==> config.mk <==
export PLATFORM = sky130hd
export DESIGN_NAME = mm_read_rsp
export DESIGN_NICKNAME = d
export VERILOG_FILES = /design/src/mm_bus_pkg.sv /design/src/mm_read_rsp.sv
export VERILOG_INCLUDE_DIRS = /design/src
export SDC_FILE = /design/constraint.sdc
export NUM_CORES = 1
export LEC_CHECK = 0
export BUFFER_PORTS_ARGS = -buffer_cell sky130_fd_sc_hd__buf_2
export CAP_MARGIN = 5
export CORE_MARGIN = 2
export CORE_UTILIZATION = 50
export DETAILED_ROUTE_END_ITERATION = 8
export PLACE_DENSITY = 0.75
export SYNTH_ARGS = -nofsm -noshare
export SYNTH_HDL_FRONTEND = slang
export SYNTH_SLANG_ARGS = --single-unit
==> constraint.sdc <==
create_clock -name clk_i -period 2.2 [get_ports clk_i]
set_input_delay 0 -clock clk_i [delete_from_list [all_inputs] [get_ports clk_i]]
set_output_delay 0 -clock clk_i [all_outputs]
set_load 0.01 [all_outputs]
==> src/mm_ram_defs.svh <==
// ---------------------------------------------------------
// widths, peripheral addresses and test-status codes
// for the memory-mapped RAM model
// ---------------------------------------------------------
`ifndef MM_RAM_DEFS_SVH
`define MM_RAM_DEFS_SVH

// byte-address width of the RAM, 4 KiB
`define MM_RAM_ADDR_WIDTH 12

// data bus and interrupt vector widths
`define MM_DATA_WIDTH 32
`define MM_IRQ_WIDTH  32

// test status and exit
`define MM_ADDR_TESTSTATUS 32'h2000_0000
`define MM_ADDR_EXIT       32'h2000_0004

// timer, debug request and cycle counter
`define MM_ADDR_TIMERREG 32'h1500_0000
`define MM_ADDR_TIMERVAL 32'h1500_0004
`define MM_ADDR_DBG      32'h1500_0008
`define MM_ADDR_TICKS    32'h1500_1004

// values written to the test-status register
`define MM_PASS_CODE 32'd123456789
`define MM_FAIL_CODE 32'd1

`endif

==> src/mm_bus_pkg.sv <==
// ---------------------------------------------------------
// data bus types and read-source selection
// ---------------------------------------------------------
`include "mm_ram_defs.svh"

package mm_bus_pkg;

    // one data word on the bus
    typedef logic [`MM_DATA_WIDTH-1:0] word_t;

    // one enable per byte lane
    typedef logic [`MM_DATA_WIDTH/8-1:0] be_t;

    // where the read data of an accepted request comes from
    typedef enum logic [1:0] {
        RSEL_RAM   = 2'd0,
        RSEL_TICKS = 2'd1,
        RSEL_NONE  = 2'd2
    } rsel_e;

endpackage

==> src/mm_read_rsp.sv <==
// ---------------------------------------------------------
// read response stage: rvalid, read-source register,
// cycle counter with snapshot and the read-data mux
// ---------------------------------------------------------
`timescale 1ns/100ps

module mm_read_rsp (
    input  logic              clk_i,
    input  logic              rst_ni,
    input  logic              rd_i,
    input  logic              req_i,
    input  mm_bus_pkg::rsel_e rsel_i,
    input  logic              ticks_clr_i,
    input  mm_bus_pkg::word_t ram_rdata_i,
    output logic              data_rvalid_o,
    output mm_bus_pkg::word_t data_rdata_o
);
    import mm_bus_pkg::*;

    rsel_e rsel_q;
    word_t cycle_cnt_q;
    word_t ticks_q;

    // ---------------------------------------------------------
    // handshake and source tracking
    // ---------------------------------------------------------
    always_ff @(posedge clk_i or negedge rst_ni) begin
        if (!rst_ni) begin
            data_rvalid_o <= 1'b0;
            rsel_q        <= RSEL_NONE;
            cycle_cnt_q   <= '0;
        end else begin
            // every accepted request, read or write, gets rvalid next cycle
            data_rvalid_o <= req_i;
            if (req_i) begin
                rsel_q <= rsel_i;
            end

            if (ticks_clr_i) begin
                cycle_cnt_q <= '0;
            end else begin
                cycle_cnt_q <= cycle_cnt_q + 1'b1;
            end
        end
    end

    // counter value as seen at the accept edge
    always_ff @(posedge clk_i) begin
        if (rd_i && (rsel_i == RSEL_TICKS)) begin
            ticks_q <= cycle_cnt_q;
        end
    end

    // ---------------------------------------------------------
    // read data mux
    // ---------------------------------------------------------
    always_comb begin
        case (rsel_q)
            RSEL_RAM:   data_rdata_o = ram_rdata_i;
            RSEL_TICKS: data_rdata_o = ticks_q;
            default:    data_rdata_o = '0;
        endcase
    end

endmodule

Word level (Yosys, flattened, before mapping)
Index checks and enable logic that the tools add are counted.
W data, S select, Z words.

storage, ports and cells
  memories kept = 0
  bits in latches = 0
  output and inout port bits = 33
  word-level logic and storage cells = 11
  bits in read-only memories = 0
  bits of input ports = 39
  register bits after elaboration = 67
  bits in writable memories = 0

operators by class
  multiply operators = 0
  $add $sub $neg = 1
  reductions and logical operators = 2
  div/mod/pow operators = 0
  bitwise logic cells = 0
  shifts and indexed selects = 0
  eq/ne operators = 2
  order comparisons = 0
  mux-type cells = 2

operators with widths
  kind                     number
  $pmux W32 S2             1
  $add A32 B1 Y32 const B  1
  $mux W32                 1
  $eq A2 B1 Y1 const B     2
  $logic_not A2 Y1         1
  $logic_and A1 B1 Y1      1

Depth between registers and ports, before layout
  word-level depth = 2
  mapped depth = 6
  gate-level depth less buffers = 5

Worst setup path before layout
No wires, ideal clock.

  kind = register to register
  start = register cycle_cnt_q[0]
  end = register cycle_cnt_q[28]
  stages on the path, launching flop included = 7
  data arrival time = 1922 ps
  data required time = 2122 ps
  library setup time = 78 ps
  period minus slack after synthesis = 2000 ps
  path slack = 200 ps
  buffers on the path = 1
  path through = dfrtp_1 -> ha_1 -> nand4_4 -> or4_4 -> buf_6 -> or3_1 -> a21oi_1

between the ends
  longest elaborated chain between the ends = 2

RTL lines
  element                   line               RTL
  start: declaration        mm_read_rsp.sv:21  word_t cycle_cnt_q;
  start signal: assignment  mm_read_rsp.sv:42  cycle_cnt_q <= cycle_cnt_q + 1'b1;
  $add A32 B1 Y32           mm_read_rsp.sv:42
  $mux W32                  mm_read_rsp.sv:39  if (ticks_clr_i) begin

Every way passes these cells.
A chain may end at the register's enable or synchronous reset.

Worst setup path in the final report
  start = register cycle_cnt_q[0]
  end = register cycle_cnt_q[26]

Same word-level chain as after synthesis.

==> results summary <==
The run finished with clean final reports. Buffers inserted during clock tree synthesis total 9. The path class of the tightest hold or removal check is in2reg. The tree is rooted in a clkbuf_8.

For this run, the register share of the synthesized area comes to 57.1%. The achievable frequency is 474 MHz. The worst setup path is launched from a register. The routed via count divided by cell count came out at 5.60. The first global-routing pass estimated 10900 um of wire. In this run the standard cell core region covers 6280 sq um. The largest stage delay on the critical path is 650 ps. The final number of setup-violating endpoints is 0. The dominant synthesized flop cell is dfrtp_1. Across the run, the number of max-cap violations was 0. The largest net degree at the start of global routing came out at 36. The critical path start-end classification is reg2reg. 72 I/O pins were placed.

The number of iterations in the first detailed-routing pass is 4. The post-CTS clock slew at the launch and capture registers of the worst setup and hold paths is 70 ps. In this run the mean area of a mapped cell was 11.1 sq um. In the routed design, unresolved DRC markers number 0. The unique cell type count in the Yosys netlist is 31.

The setup TNS came out at 0 ps. The gate count of the mapped netlist is 289. The count of final max-slew check failures is 0.

The static power due to leakage is 1.68 nW. The number of nets at the end of the flow came out at 404. The signal on the critical path passes through ha_2 > nand4_4 > nor4_4 > or4b_2 > a21oi_1. The proportion of register bits with asynchronous set or reset after synthesis is 52.2%. The die is 84.2 um wide. The fill cell instance count of the final layout is 504. The iteration-0 DRC count of the detailed router came out at 202. The count of antenna-violating nets left after detailed routing is 0.

The biggest area consumer among synthesized cells is edfxtp_1. Among all cell types in the netlist, the one instantiated most often is nor2_1. The vertical die dimension is 84.2 um. The total vias in the final route is 2499.

For the finished layout, the period the worst path requires is 2110 ps. The clock tree from TritonCTS is done. The number of antenna violations at the first check in global routing is 0. The final hold violation count came out at 0. In the global route stage, overall resource usage came out at 19.6%. Setup repair after global routing left no endpoint under its margin.

The register bit count reported by yosys came out at 67. For this configuration, the core starts out at a cell density of 51.3%. For the pin with the worst max-slew slack, the measured transition is 808 ps. The fraction of synthesized cell area taken by the top area cell type is 29.9%.

The number of port buffers is 71. The congestion estimate from routability-driven global placement came to 0.852. The synthesized design contains 32 enable-type register cells. The worst slew margin relative to its limit came out at 46.1%. The critical path arrival is 2360 ps. The total standard cell area after synthesis is 3220 sq um.

The antenna diode count is 0. The number of clock sinks seen by CTS came out at 67. The final critical-path share of the clock period is 95.8%. The share of layout cells above drive strength 1 is 27.9%.

The later pin in the worst-skew pair is clocked with a latency of 340 ps. CTS built an H-tree with a depth of 3. The full die area is 7090 sq um. The number of nets in the synthesized netlist came out at 329. STA puts the critical path data required time at 2450 ps. The total overflow left after global routing is 0. The floorplan has 29 rows. The via count of the first global-routing pass came out at 2268. The wire length reported by the detailed router is 6620 um. Sorting the synthesized cells by area gives the leading types as edfxtp_1 30%, dfrtp_1 26%, mux2i_1 10%, nor2_1 5.9%, xnor2_1 2.7%. The highest ir drop seen on vdd is 0.000356 V. Clock skew on the completed layout was measured at 6.85 ps. The power per unit of standard cell area is 665 nW/um^2.

In this run the worst path has a maximum fanout of 6. The highest-delay cell along the critical path is or4b_2. The number of buffers inserted to repair setup after CTS is 0. The HPWL after detailed placement is 4730 um. The average routed wire per standard cell is 14.8 um. From synthesis to final layout, the design area changed by 20.6%. Cells fill 61.8% of the core in the end.

Yosys printed 0 warnings. The type of element capturing the critical path is a register. In this run the deepest clock path goes through 2 buffers. Counting instances in the post-synthesis netlist gives the leading cell types as 51 x nor2_1, 34 x dfrtp_1, 32 x edfxtp_1, 32 x mux2i_1, 15 x a21oi_1.
-- layout make-up --
cell class	instances	area, sq um	area share, %
Clock buffer	12	135	3.48
Sequential cell	67	1840	47.4
Multi-Input combinational cell	203	1310	33.8
Inverter	3	11.3	0.290
Timing Repair Buffer	80	445	11.5
Clock inverter	4	43.8	1.13
Tap cell	77	96.3	2.48
-- routing by layer --
layer  wire length (um)  global-route usage, %  vias to the layer above
met2               3040                   29.1                       91
met5                  0                      0                        -
li1                   -                      -                     1198
met4                141                   10.3                        0
met1               3000                   27.6                     1199
met3                441                   3.74                       11
-- cell families (layout without fill, tap and decap cells) --
group	after synthesis	in the layout	share of synthesized area, %
mux	37	37	11.7
flops	67	67	57.1
simple gates	123	123	19.8
fa+ha+maj	1	1	0.389
compound gates	30	30	5.13
buf+inv	19	99	2.57
xor+xnor	12	12	3.27
-- layout by cell type, fill, tap and decap left out, types with 2 or more instances in the layout --
cell	instances
o21ai_0	10
xor2_1	2
mux2_2	5
and3_1	3
or4_4	2
buf_2	71
and4_1	3
inv_1	3
a21oi_1	15
nor3_1	9
xnor2_1	10
mux2i_1	32
nor2_1	50
nand4_1	10
dlygate4sd3_1	4
clkbuf_8	9
or4b_2	2
dfrtp_1	34
nand3_1	9
nor2b_1	4
buf_4	4
or3_1	11
edfxtp_1	32
clkbuf_1	3
nand2_1	13
or4_1	3
clkinv_2	2
o31ai_1	4
-- flip-flops by register name, summed over array words and instances, names as in the netlist --
signal         count
ticks_q           32
rsel_q             2
cycle_cnt_q       32
data_rvalid_o      1
-- per-stage QoR --
step	hold WS, ps	power [W]	std cells	worst slack (ps)	cell area (sq um)
after floorplan	-296	0.00154	289	200	3220
after global placement	133	0.00166	426	168	3650
final	174	0.00258	446	91.8	3880
after CTS	155	0.00261	446	11.0	3870
after detailed placement	134	0.00167	426	96.6	3650
after global routing	198	0.00270	446	12.8	3880
-- final timing paths --
| check | cells after the start | endpoint | from | slack, ps |
|---|---|---|---|---|
| max | 5 | cycle_cnt_q[26] | cycle_cnt_q[0] | 90 |
| min | 2 | cycle_cnt_q[16] | ticks_clr_i | 170 |
| max reg2reg | 5 | cycle_cnt_q[26] | cycle_cnt_q[0] | 90 |
| min reg2reg | 0 | ticks_q[31] | cycle_cnt_q[31] | 520 |
| max in group asynchronous | 2 | cycle_cnt_q[12] | rst_ni | 1400 |
| min in group asynchronous | 2 | cycle_cnt_q[31] | rst_ni | 290 |
-- critical path: cells and delay by family, from the launching register on --
| family | cells | cell delay [ps] |
|---|---|---|
| AOI/OAI and AO/OA | 1 | 180 |
| adders and majority gates | 1 | 260 |
| DFF | 1 | 420 |
| and+or+nand+nor | 3 | 1170 |
-- what timing repair did --
action | 4_1_cts | 5_1_grt
endpoints found under the setup margin | 0 | 3
gates resized for setup | 0 | 2
endpoints found under the hold margin | 37 | 0
hold buffers | 4 | 0
-- power by group --
group | switching [W] | internal, W | total (W)
combinational | 0.000144 | 0.000134 | 0.000278
sequential | 0.0000337 | 0.00133 | 0.00137
clock | 0.000418 | 0.000517 | 0.000935
(Power assumes the default switching activity.)
