## src/mm_ram_defs.svh

```systemverilog
// ---------------------------------------------------------
// widths, peripheral addresses and test-status codes
// for the memory-mapped RAM model
// ---------------------------------------------------------
`ifndef MM_RAM_DEFS_SVH
`define MM_RAM_DEFS_SVH

// byte-address width of the RAM, 4 KiB
`define MM_RAM_ADDR_WIDTH 12

// data bus and interrupt vector widths
`define MM_DATA_WIDTH 32
`define MM_IRQ_WIDTH  32

// test status and exit
`define MM_ADDR_TESTSTATUS 32'h2000_0000
`define MM_ADDR_EXIT       32'h2000_0004

// timer, debug request and cycle counter
`define MM_ADDR_TIMERREG 32'h1500_0000
`define MM_ADDR_TIMERVAL 32'h1500_0004
`define MM_ADDR_DBG      32'h1500_0008
`define MM_ADDR_TICKS    32'h1500_1004

// values written to the test-status register
`define MM_PASS_CODE 32'd123456789
`define MM_FAIL_CODE 32'd1

`endif

```

## src/mm_periph_pkg.sv

```systemverilog
// ---------------------------------------------------------
// command types for the interrupt timer and the
// debug-request controller
// ---------------------------------------------------------
package mm_periph_pkg;

    // timer register write, one load strobe per register
    typedef struct packed {
        logic        load_mask;
        logic        load_count;
        logic [31:0] value;
    } timer_wr_t;

    // debug command word as written to the DBG address
    typedef struct packed {
        // level driven onto debug_req after the delay
        logic        value;
        // 1 selects pulse mode, 0 level mode
        logic        pulse;
        logic        rsvd_29;
        // pulse length in cycles, 0 counts as 1
        logic [12:0] duration;
        logic        rsvd_15;
        // start delay in cycles, 0 counts as 1
        logic [14:0] delay;
    } dbg_cmd_t;

endpackage

```

## src/mm_irq_timer.sv

```systemverilog
// ---------------------------------------------------------
// countdown timer driving the masked interrupt vector,
// bits cleared one at a time by acknowledge
// ---------------------------------------------------------
`timescale 1ns/100ps
`include "mm_ram_defs.svh"

module mm_irq_timer (
    input  logic                     clk_i,
    input  logic                     rst_ni,
    input  mm_periph_pkg::timer_wr_t timer_wr_i,
    input  logic                     irq_ack_i,
    input  logic [4:0]               irq_id_i,
    output logic [`MM_IRQ_WIDTH-1:0] irq_o
);

    logic [`MM_IRQ_WIDTH-1:0] mask_q;
    logic [31:0]              cnt_q;

    always_ff @(posedge clk_i or negedge rst_ni) begin
        if (!rst_ni) begin
            mask_q <= '0;
            cnt_q  <= '0;
            irq_o  <= '0;
        end else begin
            if (timer_wr_i.load_mask) begin
                mask_q <= timer_wr_i.value[`MM_IRQ_WIDTH-1:0];
            end

            // a new count overrides the running one
            if (timer_wr_i.load_count) begin
                cnt_q <= timer_wr_i.value;
            end else if (cnt_q != '0) begin
                cnt_q <= cnt_q - 32'd1;
            end

            // expiry wins over an acknowledge in the same cycle
            if (cnt_q == 32'd1) begin
                irq_o <= mask_q;
            end else if (irq_ack_i) begin
                irq_o[irq_id_i] <= 1'b0;
            end
        end
    end

endmodule

```

## config.mk

```make
export PLATFORM = sky130hd
export DESIGN_NAME = mm_irq_timer
export DESIGN_NICKNAME = d
export VERILOG_FILES = /design/src/mm_periph_pkg.sv /design/src/mm_irq_timer.sv
export VERILOG_INCLUDE_DIRS = /design/src
export SDC_FILE = /design/constraint.sdc
export NUM_CORES = 1
export LEC_CHECK = 0
export BUFFER_PORTS_ARGS = -buffer_cell sky130_fd_sc_hd__buf_2
export CAP_MARGIN = 20
export CELL_PAD_IN_SITES_DETAIL_PLACEMENT = 0
export CELL_PAD_IN_SITES_GLOBAL_PLACEMENT = 1
export CORE_AREA = 5 5 80 156
export CTS_CLUSTER_SIZE = 20
export DETAILED_ROUTE_END_ITERATION = 10
export DIE_AREA = 0 0 85 161
export PLACE_DENSITY_LB_ADDON = 0.1
export SLEW_MARGIN = 25
export SYNTH_ARGS = -nofsm -noshare
export SYNTH_HDL_FRONTEND = slang
export SYNTH_SLANG_ARGS = --single-unit
```

## constraint.sdc

```tcl
create_clock -name clk_i -period 2.4 [get_ports clk_i]
set_input_delay 0.48 -clock clk_i [delete_from_list [all_inputs] [get_ports clk_i]]
set_output_delay 0.48 -clock clk_i [all_outputs]
set_load 0.01 [all_outputs]
```

Yosys cells after proc, flatten, opt, wreduce, memory -nomap -nowiden
Index checks and enable logic that the tools add are counted.
{ "op_classes": {"eq_ne": 1, "n_addsub": 1, "n_shift": 0, "order_cmp": 2, "muxes": 6, "bitwise": 2, "reduce_logical": 4, "div": 0, "mul": 0} }
{ "op_table": {"columns": ["cell", "n"], "rows": [
  ["two-way mux 32 bit", 4],
  ["bitwise AND 32 bit", 1],
  ["equality test 32 x 1 -> 1 bit, second input constant", 1],
  ["inverter 32 bit", 1],
  ["nonzero test 32 bit", 1],
  ["subtractor 32 x 1 -> 32 bit, second input constant", 1],
  ["< comparator 5 x 6 -> 1 bit, second input constant", 1],
  ["demux 1 bit (select 5 bit)", 1],
  ["greater-or-equal comparator 5 x 1 -> 1 bit, second input constant", 1],
  ["nonzero test 2 bit", 2],
  ["logical AND 1 bit", 1],
  ["two-way mux 1 bit", 1]
]} }
{ "totals": {"regBits": 96, "mem_bits_rw": 0, "latchBits": 0, "wordCells": 19, "romBits": 0, "n_memories": 0, "out_inout_bits": 32} }

Depth between registers and ports, before layout
{ "logic_depth": {"ltp_word": 8, "depth_mapped": 7, "mapped_depth_nobuf": 6} }

Worst setup path before layout
OpenSTA, ideal clock, no wires.
{ "synth_timing": {"path_kind": "register to register", "from": "register cnt_q[16]", "to": "register cnt_q[23]", "slack_ns": 0.416, "n_path_buf": 2, "path_stages_with_launch": 7, "arrival_time_ns": 1.842, "path_cell_list": "dfrtp_1 buf_2 or4_1 buf_2 or3_1 o41ai_1 a22oi_1"} }
{ "synth_via": {"elab_chain_cells": 3, "elab_cells_between_ends": 5, "classes_between": "1 x add/sub; 2 x mux; 2 x reduce/logical"} }
{ "synth_rtl": {"columns": ["element", "line_no", "text"], "rows": [
  ["start: declaration", "mm_irq_timer.sv:18", "logic [31:0] cnt_q;"],
  ["start signal: assignment", "mm_irq_timer.sv:32", "cnt_q <= timer_wr_i.value;"],
  ["start signal: assignment", "mm_irq_timer.sv:34", "cnt_q <= cnt_q - 32'd1;"],
  ["subtractor 32 x 1 -> 32 bit", "mm_irq_timer.sv:34", null],
  ["two-way mux 32 bit", "mm_irq_timer.sv:33", "end else if (cnt_q != '0) begin"],
  ["two-way mux 32 bit", "mm_irq_timer.sv:31", "if (timer_wr_i.load_count) begin"]
]} }
Parallel ways exist; a longest one is shown, timed or not. The select of a mux whose other input is x is not followed.
A chain may end at the register's enable or synchronous reset.

Final worst setup path
{ "layout_timing": {"from": "register cnt_q[16]", "to": "register irq_o[27]"} }
{ "layout_via": {"elab_chain_cells": 2, "elab_cells_between_ends": 3, "classes_between": "1 x eq/ne; 1 x mux; 1 x reduce/logical"} }
{ "layout_rtl": {"columns": ["element", "line_no", "text"], "rows": [
  ["equality test 32 x 1 -> 1 bit *", "mm_irq_timer.sv:38", "if (cnt_q == 32'd1) begin"],
  ["two-way mux 32 bit or nonzero test 2 bit (tied branches)", null, null],
  ["end signal: assignment", "mm_irq_timer.sv:39", "irq_o <= mask_q;"],
  ["end: declaration", "mm_irq_timer.sv:14", "output logic [`MM_IRQ_WIDTH-1:0] irq_o"]
]} }
Every way passes the cells marked *; elsewhere a longest branch is shown, timed or not.

==> impl_metrics.env <==
export IMPL_status="completed"
export IMPL_grt_use_total=0.209
export IMPL_worstSetupEndpointType="flop"
export IMPL_yosys_area_top_type="dfrtp_1"
export IMPL_ys_ff_latch=96
export IMPL_synth_edff_count=0
export IMPL_fin_crit_ps=2240
export IMPL_grt_pass1_wl_mm=22.3
export IMPL_postSynthCellCount=485
export IMPL_drc=0
export IMPL_fmax_mhz=446
export IMPL_r2r_start="cnt_q[16]"
export IMPL_synth_warnings=0
export IMPL_finish_net_count=604
export IMPL_htree_levels=3
export IMPL_root_buffer="clkbuf_16"
export IMPL_numClockSinks=96
export IMPL_worstPathMaxFanout=32
export IMPL_ys_types=56
export IMPL_r2r_cells=5
export IMPL_clk_pin_slew_worst_paths_ps=80
export IMPL_drtIter0Drc=161
export IMPL_vdd_drop_max_v=0.000427
export IMPL_antenna_found_initial=0
export IMPL_path_class="flop to flop"
export IMPL_synth_top_cell_area_share=0.499
export IMPL_firstDrtPassIters=8
export IMPL_cts_made_buffers=9
export IMPL_finalHoldViolCount=0
export IMPL_synth_seq_area_share=0.499
export IMPL_synthMostInstantiatedCell="dfrtp_1"
export IMPL_r2r_end="irq_o[27]"
export IMPL_p_leak_uw=0.00276
export IMPL_clk_latency_ps=350
export IMPL_io_buffers=73
export IMPL_die_w_um=85
export IMPL_area_delta_synth_final_pct=18.3
export IMPL_hold_path_class="primary input to asynchronous set/reset pin"
export IMPL_skew_ps=12.0
export IMPL_final_setup_tns_ps=0
export IMPL_drv_cap=0
export IMPL_grt_ovfl_total=0
export IMPL_clockBufferDepth=2
export IMPL_cp_arrival_ps=2470
export IMPL_synthTopCellsByArea="dfrtp_1 (50%), o21ai_0 (7.1%), mux2i_1 (6.6%)"
export IMPL_tightestPinTransition_ps=634
export IMPL_core_area_um2=11100
export IMPL_critical_path_startpoint_type="flop"
export IMPL_fin_worst_hold_slack_ps=131
export IMPL_hpwl_mm=10.5
export IMPL_vias=3970
export IMPL_rrSetupSlack_ps=160
export IMPL_fp_dieH_um=161
export IMPL_gp_congestion=0.888
export IMPL_grt_pass1_vias=4043
export IMPL_viasPerCell=5.62
export IMPL_worstPathRequired_ps=2620
export IMPL_power_density_nw_per_um2=731
export IMPL_wl_per_cell_um=20.0
export IMPL_synth_common_cells="dfrtp_1 (96), o21ai_0 (68), nand2_1 (56)"
export IMPL_synthesis_nets=529
export IMPL_avgSynthCellArea_um2=9.93
export IMPL_syn_cell_area_um2=4820
export IMPL_cts_tree="done"
export IMPL_drive_gt1_frac=0.223
export IMPL_finalCritPeriodShare=0.935
export IMPL_postCtsSetupBuffers=0
export IMPL_rsz0062_at_grt="no"
export IMPL_fp_row_count=55
export IMPL_async_flop_share=1.00
export IMPL_totalWireLength_mm=14.1
export IMPL_grt_start_max_net_pins=45
export IMPL_relSlewSlack=0.577
export IMPL_die_area_um2=13700
export IMPL_final_antenna_net_count=0
export IMPL_initial_utilization=0.432
export IMPL_finalSetupViolCount=0
export IMPL_num_io_pins=74
export IMPL_postCtsHoldBufs=0
export IMPL_finalMaxSlewViolations=0
export IMPL_n_antenna_cell=0
export IMPL_ys_flop_type="dfrtp_1"
-- layout make-up --
class	instances	area (um^2)
Inverter	44	165
Timing Repair Buffer	94	551
Multi-Input combinational cell	315	2110
Fill cell	1110	5450
Sequential cell	96	2400
Tap cell	142	178
Clock buffer	10	239
Clock inverter	6	57.6
-- sequential cells by signal, indices dropped and copies added (netlist names) --
| signal | cells |
|---|---|
| cnt_q | 32 |
| irq_o | 32 |
| mask_q | 32 |
-- per-layer routing --
metal  vias up  global-route usage  wire length [um]
li1       1899                   -                 -
met3        13              0.0265               619
met1      1962               0.256              5760
met2        96               0.375              7510
met5         -                   0                 0
met4         0              0.0684               255
-- worst max-delay path, cell delays in order (launching register included) --
cell     delay (ps)
dfrtp_1         480
or4_1           680
nor3_4          400
nand4_4         160
buf_12          230
mux2i_1         150
-- worst max path at each step --
stage	start	to	slack, ps	cells past startpoint
after global routing	cnt_q[10]	cnt_q[19]	10	4
after floorplan	cnt_q[16]	cnt_q[23]	420	6
after global placement	cnt_q[28]	cnt_q[29]	160	5
after CTS	cnt_q[28]	cnt_q[2]	130	4
final	cnt_q[16]	irq_o[27]	160	5
after detailed placement	cnt_q[28]	cnt_q[2]	140	4
-- layout by cell type (no fill, tap or decap), types with 3 or more instances in the layout --
master and n:
nand3_1 6, nor4b_1 3, clkbuf_16 9, nand2_1 56, buf_4 20, nor3_1 9, mux2i_1 32, nand4_1 6
nor2_1 19, a22oi_1 4, a2111oi_0 5, a211oi_1 3, mux2_2 4, dfrtp_1 96, nand3b_1 5, or3_1 5
inv_1 44, xor2_1 6, o31ai_1 7, and4_1 6, o41ai_1 4, nor4_1 9, xnor2_1 7, o211ai_1 4
or4_1 4, buf_2 72, a311oi_1 5, o21ai_0 68
-- repair_timing --
item / CTS / global route
endpoints found under the setup margin: 0 / 2
resized for setup: 0 / 1
endpoints found under the hold margin: 0 / 0
-- power breakdown --
| group | switching (uW) | leakage [uW] | internal [uW] |
|---|---|---|---|
| sequential | 155 | 0.00115 | 1840 |
| clock | 684 | 0.000147 | 758 |
| combinational | 428 | 0.00146 | 306 |
| total | 1270 | 0.00276 | 2900 |
-- stage by stage --
step | util | setup WS (ps) | total power, uW | instances | cell area [um^2]
detailed placement | 0.485 | 141 | 2770 | 691 | 5400
finish | 0.511 | 155 | 4170 | 707 | 5700
global placement | 0.485 | 156 | 2750 | 691 | 5400
CTS | 0.511 | 128 | 4210 | 707 | 5700
global route | 0.511 | 13.6 | 4370 | 707 | 5700
floorplan | - | 416 | 2400 | 485 | 4820
-- kinds of logic after synthesis --
group,share of synthesized area
flops,0.499
fa+ha+maj,0.00519
mux,0.0758
simple gates,0.176
xor+xnor,0.0236
compound gates,0.157
buf+inv,0.0641
No activity file was read; power rests on OpenSTA's default activity.
