--- config.mk ---
export PLATFORM = sky130hd
export DESIGN_NAME = mm_debug_req_ctrl
export DESIGN_NICKNAME = d
export VERILOG_FILES = /design/src/mm_periph_pkg.sv /design/src/mm_debug_req_ctrl.sv
export SDC_FILE = /design/constraint.sdc
export NUM_CORES = 1
export LEC_CHECK = 0
export ABC_AREA = 1
export BUFFER_PORTS_ARGS = -buffer_cell sky130_fd_sc_hd__buf_4
export CAP_MARGIN = 20
export CORE_UTILIZATION = 57
export CTS_CLUSTER_SIZE = 24
export DETAILED_ROUTE_END_ITERATION = 16
export PLACE_DENSITY = 0.8
export REMOVE_ABC_BUFFERS = 1
export SLEW_MARGIN = 20
export SYNTH_ARGS = -nofsm -noshare
export SYNTH_HDL_FRONTEND = slang
export SYNTH_SLANG_ARGS = --single-unit
--- constraint.sdc ---
create_clock -name clk_i -period 1.8 [get_ports clk_i]
set_clock_uncertainty 0.1 [all_clocks]
set_input_delay 0.09 -clock clk_i [delete_from_list [all_inputs] [get_ports clk_i]]
set_output_delay 0.09 -clock clk_i [all_outputs]
set_load 0.005 [all_outputs]
--- src/mm_periph_pkg.sv ---
// ---------------------------------------------------------
// command types for the interrupt timer and the
// debug-request controller
// ---------------------------------------------------------
package mm_periph_pkg;

    // timer register write, one load strobe per register
    typedef struct packed {
        logic        load_mask;
        logic        load_count;
        logic [31:0] value;
    } timer_wr_t;

    // debug command word as written to the DBG address
    typedef struct packed {
        // level driven onto debug_req after the delay
        logic        value;
        // 1 selects pulse mode, 0 level mode
        logic        pulse;
        logic        rsvd_29;
        // pulse length in cycles, 0 counts as 1
        logic [12:0] duration;
        logic        rsvd_15;
        // start delay in cycles, 0 counts as 1
        logic [14:0] delay;
    } dbg_cmd_t;

endpackage

--- src/mm_debug_req_ctrl.sv ---
// ---------------------------------------------------------
// debug request generator, level or pulse after a
// programmable start delay
// ---------------------------------------------------------
`timescale 1ns/100ps

module mm_debug_req_ctrl (
    input  logic                    clk_i,
    input  logic                    rst_ni,
    input  logic                    dbg_wr_i,
    input  mm_periph_pkg::dbg_cmd_t dbg_cmd_i,
    output logic                    debug_req_o
);

    logic [14:0] start_cnt_q;
    logic [12:0] dur_cnt_q;
    logic        value_q;
    logic        idle;

    // commands are dropped while a previous one is still running
    assign idle = (start_cnt_q == '0) && (dur_cnt_q == '0);

    always_ff @(posedge clk_i or negedge rst_ni) begin
        if (!rst_ni) begin
            start_cnt_q <= '0;
            dur_cnt_q   <= '0;
            value_q     <= 1'b0;
            debug_req_o <= 1'b0;
        end else if (dbg_wr_i && idle) begin
            value_q <= dbg_cmd_i.value;

            // zero delay still waits one cycle
            if (dbg_cmd_i.delay == '0) begin
                start_cnt_q <= 15'd1;
            end else begin
                start_cnt_q <= dbg_cmd_i.delay;
            end

            // level mode has no duration
            if (!dbg_cmd_i.pulse) begin
                dur_cnt_q <= '0;
            end else if (dbg_cmd_i.duration == '0) begin
                dur_cnt_q <= 13'd1;
            end else begin
                dur_cnt_q <= dbg_cmd_i.duration;
            end
        end else if (start_cnt_q != '0) begin
            start_cnt_q <= start_cnt_q - 15'd1;
            if (start_cnt_q == 15'd1) begin
                debug_req_o <= value_q;
            end
        end else if (dur_cnt_q != '0) begin
            // pulse phase starts once the delay has run out
            dur_cnt_q <= dur_cnt_q - 13'd1;
            if (dur_cnt_q == 13'd1) begin
                debug_req_o <= ~value_q;
            end
        end
    end

endmodule

* Word level (Yosys, flattened, before mapping) *
Index checks and enable logic that the tools add are counted.

storage, ports and cells
  register bits after elaboration = 30
  output and inout port bits = 1
  word-level logic and storage cells = 38

cells by class
  $add $sub $neg = 2
  eq/ne operators = 4
  multiplexer cells = 12
  bitwise gates (word level) = 2
  reduce and logical (&&, ||, !) cells = 14

operator list
  kind                   count
  $mux 13                5
  $mux 15                3
  $logic_not 15->1       2
  $logic_not 13->1       2
  $eq 15x1->1 const B    1
  $reduce_bool 15->1     1
  $sub 15x1->15 const B  1
  $eq 13x1->1 const B    1
  $reduce_bool 13->1     1
  $sub 13x1->13 const B  1
  $reduce_bool 2->1      4
  $mux 1                 4
  $reduce_and 4->1       1
  $logic_and 1x1->1      2
  $ne 2x1->1 const B     1
  $ne 2x2->1 const B     1
  $not 1->1              2
  $reduce_and 2->1       1

* Logic depth before layout (Yosys ltp) *
Gate-level depths: netlist (run 1).

  depth in word-level cells = 5
  mapped depth = 11
  mapped depth without buffers = 10

* Least setup slack after synthesis (run 1) *
No wires, ideal clock.

  kind = register to register
  start point = register dur_cnt_q[0]
  end point = register dur_cnt_q[3]
  setup time = 0.119 ns
  data arrival time = 1.398 ns
  data required time = 1.581 ns
  slack = 0.183 ns
  stages on the path, launching flop included = 11
  period minus slack after synthesis = 1.617 ns
  cells stage by stage = dfrtp_1 inv_1 ha_1 nand2_1 nor2_2 nand2_2 nor2_2 buf_4 nand2_1 nand3_1 nand2_1

between the ends
  cells in the longest elaborated chain, start to end = 5

RTL lines
  item                                                   RTL line                 text
  start: declaration                                     mm_debug_req_ctrl.sv:16  logic [12:0] dur_cnt_q;
  start signal: assignment                               mm_debug_req_ctrl.sv:45  dur_cnt_q <= dbg_cmd_i.duration;
  start signal: assignment                               mm_debug_req_ctrl.sv:54  dur_cnt_q <= dur_cnt_q - 13'd1;
  branches (longest 5 deep; another with $sub 13x1->13)  -

Parallel ways; which one is timed is not known. The select of a mux whose other input is x is not followed.
A chain may end at the register's enable or synchronous reset.

* Worst setup path in the final report (run 1) *
  start point = register dur_cnt_q[0]
  end point = register dur_cnt_q[0]

The elaborated chain is that of the path after synthesis.

==> impl_metrics.py, run 1 <==
metrics = {
    "setup_path": {
        "crit_buf_inv": 3,
        "critPathMaxFanout": 9,
        "cp_data_arrival_time_ps": 1860,
        "critPathLaunchType": "register",
        "worst-setup-path-type": "register to register",
        "crit_chain": "inv_2 > ha_2 > nand2_2 > inv_2 > nand2_2 > nor2_4 > buf_4 > nand3_4 > nand2_1 > nand3_1 > nand2_1",
        "critPathTopFamily": "simple AND/OR/NAND/NOR gates",
        "required_ps": 1920,
        "cp_slowest_cell": "dfrtp_1",
        "max_stage_delay_ps": 390,
        "critPathCaptureType": "register",
    },
    "cts": {
        "cts-root-buf": "clkbuf_8",
        "numCtsBuffers": 5,
        "clk_pin_slew_ps": 60,
        "htreeDepth": 2,
        "cts_buffer_depth": 2,
        "cts_sinks": 30,
        "cts_tree": "done",
        "clock_latency_ps": 280,
    },
    "pwr": {
        "p_per_area_nw_per_um2": 443.3,
        "leakage_nw": 1.539,
        "irDropWorstVdd_mv": 0.2973,
    },
    "drt": {
        "drc": 0,
        "wire_per_inst_um": 13.65,
        "viasPerCell": 5.270,
        "routed_wl_um": 6212,
        "dr_total_vias": 2398,
        "drtPass1Iterations": 4,
        "drt_iter0_drc": 183,
        "ant_nets": 0,
    },
    "timing": {
        "drv_slew": 0,
        "hold_viol_final": 1,
        "tns_ps": 0,
        "maxClockFrequency_mhz": 577.4,
        "setup_ws_ps": 68.23,
        "tightest_slew_ps": 406.6,
        "rsz0062_at_grt": "yes",
        "fin_hold_ws_ps": -9.363,
        "maxSlewHeadroom_pct": 72.89,
        "fin_crit_sh_pct": 96.21,
        "post-route-min-period_ps": 1732,
        "setup-violations-final": 0,
    },
    "placement": {
        "dpl.hpwl_um": 4091,
        "place.gp.congestion": 0.8925,
        "preCtsSetupSlack_ps": 51.58,
        "port_buffers": 33,
    },
    "synth": {
        "ys_warn_count": 0,
        "syn_avg_cell_area_um2": 6.736,
        "ys_seq_area_share_pct": 32.88,
        "ys_seq_elements": 30,
        "syn_inst": 339,
        "syn-cell-area_um2": 2283,
        "yosysUniqueCellTypes": 35,
    },
    "floorplan": {
        "core-area_um2": 3744,
        "fp.dieH_um": 65.30,
        "die_area_um2": 4263,
        "initial_core_util_pct": 61.00,
        "die_w_um": 65.30,
        "rows": 22,
        "ios": 36,
    },
    "global_route": {
        "grt_usage_pct": 31.05,
        "grt_max_degree": 31,
        "antenna_found_initial": 0,
        "grt_pass1_vias": 2278,
        "grt_overflow": 0,
        "grt_pass1_wl_um": 10030,
    },
    "worst_hold_path": {
        "min_path_type": "input pin to register",
    },
    "cells_and_area": {
        "nets": 448,
        "layout_commonest_cell": "nand2_1",
        "area_growth_pct": 30.58,
        "n_antenna_cell": 0,
        "final_util_pct": 79.65,
        "fillers": 281,
        "drive_above_1_share_pct": 25.55,
        "mostFrequentLayoutCells": "113 x nand2_1, 56 x buf_4, 38 x nor2_1, 32 x nand3_1, 29 x dfrtp_1",
    },
    "run_status": {
        "violations": "hold timing",
        "outcome": "finished with violations",
    },
    "run": {
        "maxCapViolations": 0,
    },
}
[worst register-to-register path: cells and delay by family (launching register included)]
| family | cells | cell delay, ps |
|---|---|---|
| buffers and inverters | 3 | 310 |
| flip-flops | 1 | 390 |
| AND/OR/NAND/NOR | 7 | 680 |
| adder cells (fa/ha/maj) | 1 | 190 |
[per-layer routing]
layer	global-route usage (%)	vias to the layer above	wire length (um)	share of wire, %
li1	-	1200	-	-
met1	36.59	1113	2676	43
met2	54.90	70	3191	51
met3	5.903	15	241	3.9
met4	12.50	0	103	1.7
met5	0	-	0	0
[sequential cells by signal, summed over array words and instances, names as in the netlist]
signal       count
start_cnt_q     15
debug_req_o      1
dur_cnt_q       13
value_q          1
[path summary, 6_finish.rpt]
kind,startpoint,to,slack [ps],depth (start not counted)
worst min register to register,dur_cnt_q[1],dur_cnt_q[1],390,2
worst min-delay path,dbg_cmd_i[3],start_cnt_q[3],-9,3
max in group asynchronous,rst_ni,dur_cnt_q[4],1110,2
worst max register to register,dur_cnt_q[0],dur_cnt_q[0],70,11
min in group asynchronous,rst_ni,start_cnt_q[3],180,2
worst max-delay path,dur_cnt_q[0],dur_cnt_q[0],70,11
[power breakdown]
group	internal (mW)	switching, mW	total [mW]	leakage [nW]
clock	0.266	0.256	0.522	0.0383
sequential	0.674	0	0.674	0.371
combinational	0.0682	0.0572	0.125	1.13
[synth_stat cells]
| library cell | count | area, um2 |
|---|---|---|
| nand2_1 | 115 | 431.7 |
| nor2_1 | 44 | 165.2 |
| nand3_1 | 33 | 165.2 |
| inv_1 | 31 | 116.4 |
| dfrtp_1 | 30 | 750.7 |
| xor2_1 | 11 | 96.34 |
| nor2_2 | 7 | 43.79 |
| ha_1 | 6 | 75.07 |
| a31oi_1 | 5 | 31.28 |
| nor2_4 | 5 | 56.30 |
| nor3_1 | 5 | 25.02 |
| o21ai_1 | 5 | 25.02 |
| a21oi_1 | 4 | 20.02 |
| nand2_2 | 4 | 25.02 |
| nand4_1 | 4 | 25.02 |
| xnor2_1 | 4 | 35.03 |
| buf_2 | 2 | 10.01 |
| buf_4 | 2 | 15.01 |
| buf_6 | 2 | 22.52 |
| clkbuf_1 | 2 | 7.510 |
| inv_2 | 2 | 7.510 |
| o21ai_0 | 2 | 10.01 |
| o21ai_2 | 2 | 17.52 |
| clkinv_2 | 1 | 5.000 |
| inv_4 | 1 | 6.260 |
| nand2_4 | 1 | 11.26 |
| nand3_2 | 1 | 10.01 |
| nand3_4 | 1 | 17.52 |
| nand3b_1 | 1 | 7.510 |
| nor4_1 | 1 | 6.260 |
| o211ai_1 | 1 | 7.510 |
| o21ai_4 | 1 | 16.27 |
| o22ai_1 | 1 | 6.260 |
| or2_1 | 1 | 6.260 |
| or2_2 | 1 | 6.260 |
[cell type report]
type                    count  area, um2  share of cell area, %
flip-flops and latches     30      752.0                  25.22
inverters                  35      138.9                  4.658
well taps                  48      60.06                  2.014
repair buffers             68      541.8                  18.17
clock buffers               7      76.32                  2.560
multi-input cells         267       1413                  47.38
[kinds of logic (layout without fill, tap and decap cells)]
| kind of cell | after synthesis | in the layout | share of synthesized area [%] |
|---|---|---|---|
| AOI/OAI and AO/OA | 21 | 21 | 5.864 |
| xor gates and xnor gates | 15 | 15 | 5.753 |
| adders and majority gates | 6 | 6 | 3.288 |
| buffers and inverters | 43 | 110 | 8.329 |
| DFF | 30 | 30 | 32.88 |
| and+or+nand+nor | 224 | 225 | 43.89 |
[metrics by stage]
stage,area (um2),power [mW],std cells
after CTS,2865,1.323,449
after global routing,2982,1.368,455
after global placement,2679,0.7894,431
final,2982,1.322,455
after floorplan,2228,0.7045,331
after detailed placement,2679,0.7913,431
[timing repair]
action | in CTS | in global routing
hold buffers | 11 | 0
resized for setup | 0 | 23
endpoints found under the setup margin | 0 | 28
hold endpoints to repair | 40 | 0
buffers inserted | 0 | 5
No activity file was read; power rests on OpenSTA's default activity.
==> run 2: changes to the inputs <==
--- a/config.mk
+++ b/config.mk
@@ -11,6 +11,7 @@
 export CORE_UTILIZATION = 57
 export CTS_CLUSTER_SIZE = 24
 export DETAILED_ROUTE_END_ITERATION = 16
+export HOLD_SLACK_MARGIN = 0.08
 export PLACE_DENSITY = 0.8
 export REMOVE_ABC_BUFFERS = 1
 export SLEW_MARGIN = 20
==> impl_metrics.py, run 2 (synthesis gave the netlist of run 1 again) <==
metrics = {
    "run_status": {
        "outcome": "completed",
    },
    "setup_path": {
        "worst-setup-path-type": "register to register",
        "required_ps": 1870,
        "cp_data_arrival_time_ps": 1860,
        "critPathCaptureType": "register",
        "critPathLaunchType": "register",
        "critPathMaxFanout": 9,
    },
    "floorplan": {
        "rows": 22,
        "core-area_um2": 3744,
        "die_area_um2": 4263,
        "die_w_um": 65.30,
        "fp.dieH_um": 65.30,
        "ios": 36,
        "initial_core_util_pct": 61.00,
    },
    "worst_hold_path": {
        "min_path_type": "input pin to register",
    },
    "cts": {
        "cts_sinks": 30,
        "cts_buffer_depth": 2,
        "clock_latency_ps": 290,
        "htreeDepth": 2,
        "cts-root-buf": "clkbuf_8",
        "numCtsBuffers": 5,
        "cts_tree": "done",
        "clk_pin_slew_ps": 70,
    },
    "global_route": {
        "grt_usage_pct": 32.93,
        "antenna_found_initial": 0,
        "grt_max_degree": 31,
        "grt_pass1_wl_um": 10580,
        "grt_pass1_vias": 2399,
        "grt_overflow": 0,
    },
    "drt": {
        "ant_nets": 0,
        "routed_wl_um": 6728,
        "drtPass1Iterations": 5,
        "wire_per_inst_um": 14.25,
        "viasPerCell": 5.386,
        "drc": 0,
        "dr_total_vias": 2542,
        "drt_iter0_drc": 243,
    },
    "cells_and_area": {
        "mostFrequentLayoutCells": "113 x nand2_1, 58 x buf_4, 38 x nor2_1, 32 x nand3_1, 29 x dfrtp_1",
        "reg_top3": "start_cnt_q: 15 flops, dur_cnt_q: 13 flops",
        "largest-register": "start_cnt_q",
        "drive_above_1_share_pct": 24.76,
        "layout_commonest_cell": "nand2_1",
        "n_antenna_cell": 0,
        "largest_reg_flops": 15,
        "nets": 465,
        "area_growth_pct": 37.70,
        "finish.instance_area_um2": 3144,
        "instances_no_fill": 472,
    },
    "timing": {
        "post-route-min-period_ps": 1788,
        "rsz0062_at_grt": "yes",
        "hold_viol_final": 0,
        "tightest_slew_ps": 417.2,
        "maxClockFrequency_mhz": 559.3,
        "tns_ps": 0,
        "setup-violations-final": 0,
        "drv_slew": 0,
        "maxSlewHeadroom_pct": 72.19,
        "fin_crit_sh_pct": 99.33,
    },
    "pwr": {
        "p_per_area_nw_per_um2": 432.2,
        "leakage_nw": 1.613,
        "irDropWorstVdd_mv": 0.3257,
        "report.power.total_mw": 1.359,
    },
    "placement": {
        "place.gp.congestion": 0.8925,
        "place_inst": 431,
        "placed_area_um2": 2679,
        "port_buffers": 33,
        "dpl.hpwl_um": 4091,
    },
    "run": {
        "maxCapViolations": 0,
    },
}
-- run 2: changes by cell type in the layout (fill, tap and decap cells not counted) --
cell           change
ha_2               -1
ha_1               +1
buf_4              +2
dlygate4sd3_1     +15
-- run 2: final timing paths --
kind	startpoint	end	slack (ps)	cells after the start
setup reg to reg	dur_cnt_q[0]	start_cnt_q[0]	10	10
hold reg to reg	dur_cnt_q[1]	dur_cnt_q[1]	400	2
max in group asynchronous	rst_ni	dur_cnt_q[4]	1100	2
min in group asynchronous	rst_ni	start_cnt_q[5]	180	2
hold / removal	dbg_cmd_i[17]	dur_cnt_q[1]	80	5
setup / recovery	dur_cnt_q[0]	start_cnt_q[0]	10	10
-- run 2: stage by stage --
step | hold slack (ps) | setup WS (ps) | utilization (%)
after global placement | -49.03 | 81.95 | 71.56
after detailed placement | -49.42 | 51.58 | 71.56
after global routing | 136.2 | -37.12 | 83.99
after floorplan | -305.6 | 63.19 | -
after CTS | 92.25 | 2.203 | 80.55
final | 84.18 | 12.01 | 83.99
-- run 2: final cells by class --
cell class                 count  area (um2)
clock buffer                   7       76.32
fill                         243       599.3
inverter                      35       138.9
multi-input combinational    267        1410
sequential                    30       752.0
tap                           48       60.06
timing repair buffer          85       706.9
-- run 2: worst max-delay path, stage by stage (launching register included) --
cell and delay, ps:
dfrtp_1 390, inv_2 100, ha_1 170, nand2_2 90, inv_2 60, nand2_2 60
nor2_4 170, buf_4 150, nand3_4 150, o21ai_1 150, nand2_1 70
-- run 2: power by group --
group	internal [mW]	leakage (nW)	switching [mW]
logic	0.0896	1.20	0.0659
registers	0.674	0.371	0
clock network	0.266	0.0383	0.263
total	1.03	1.61	0.329
-- run 2: layer usage --
layer  track usage (%)  up-vias  wire [um]
met5                 0        -          0
met4             12.77        0        182
met3             6.076       23        350
met2             59.92      105       3418
met1             37.67     1178       2777
li1                  -     1236          -
-- run 2: repair_timing --
item	CTS	global route
endpoints found under the hold margin	55	0
buffers inserted	0	7
setup endpoints to repair	0	28
hold buffers	26	0
resized for setup	0	22
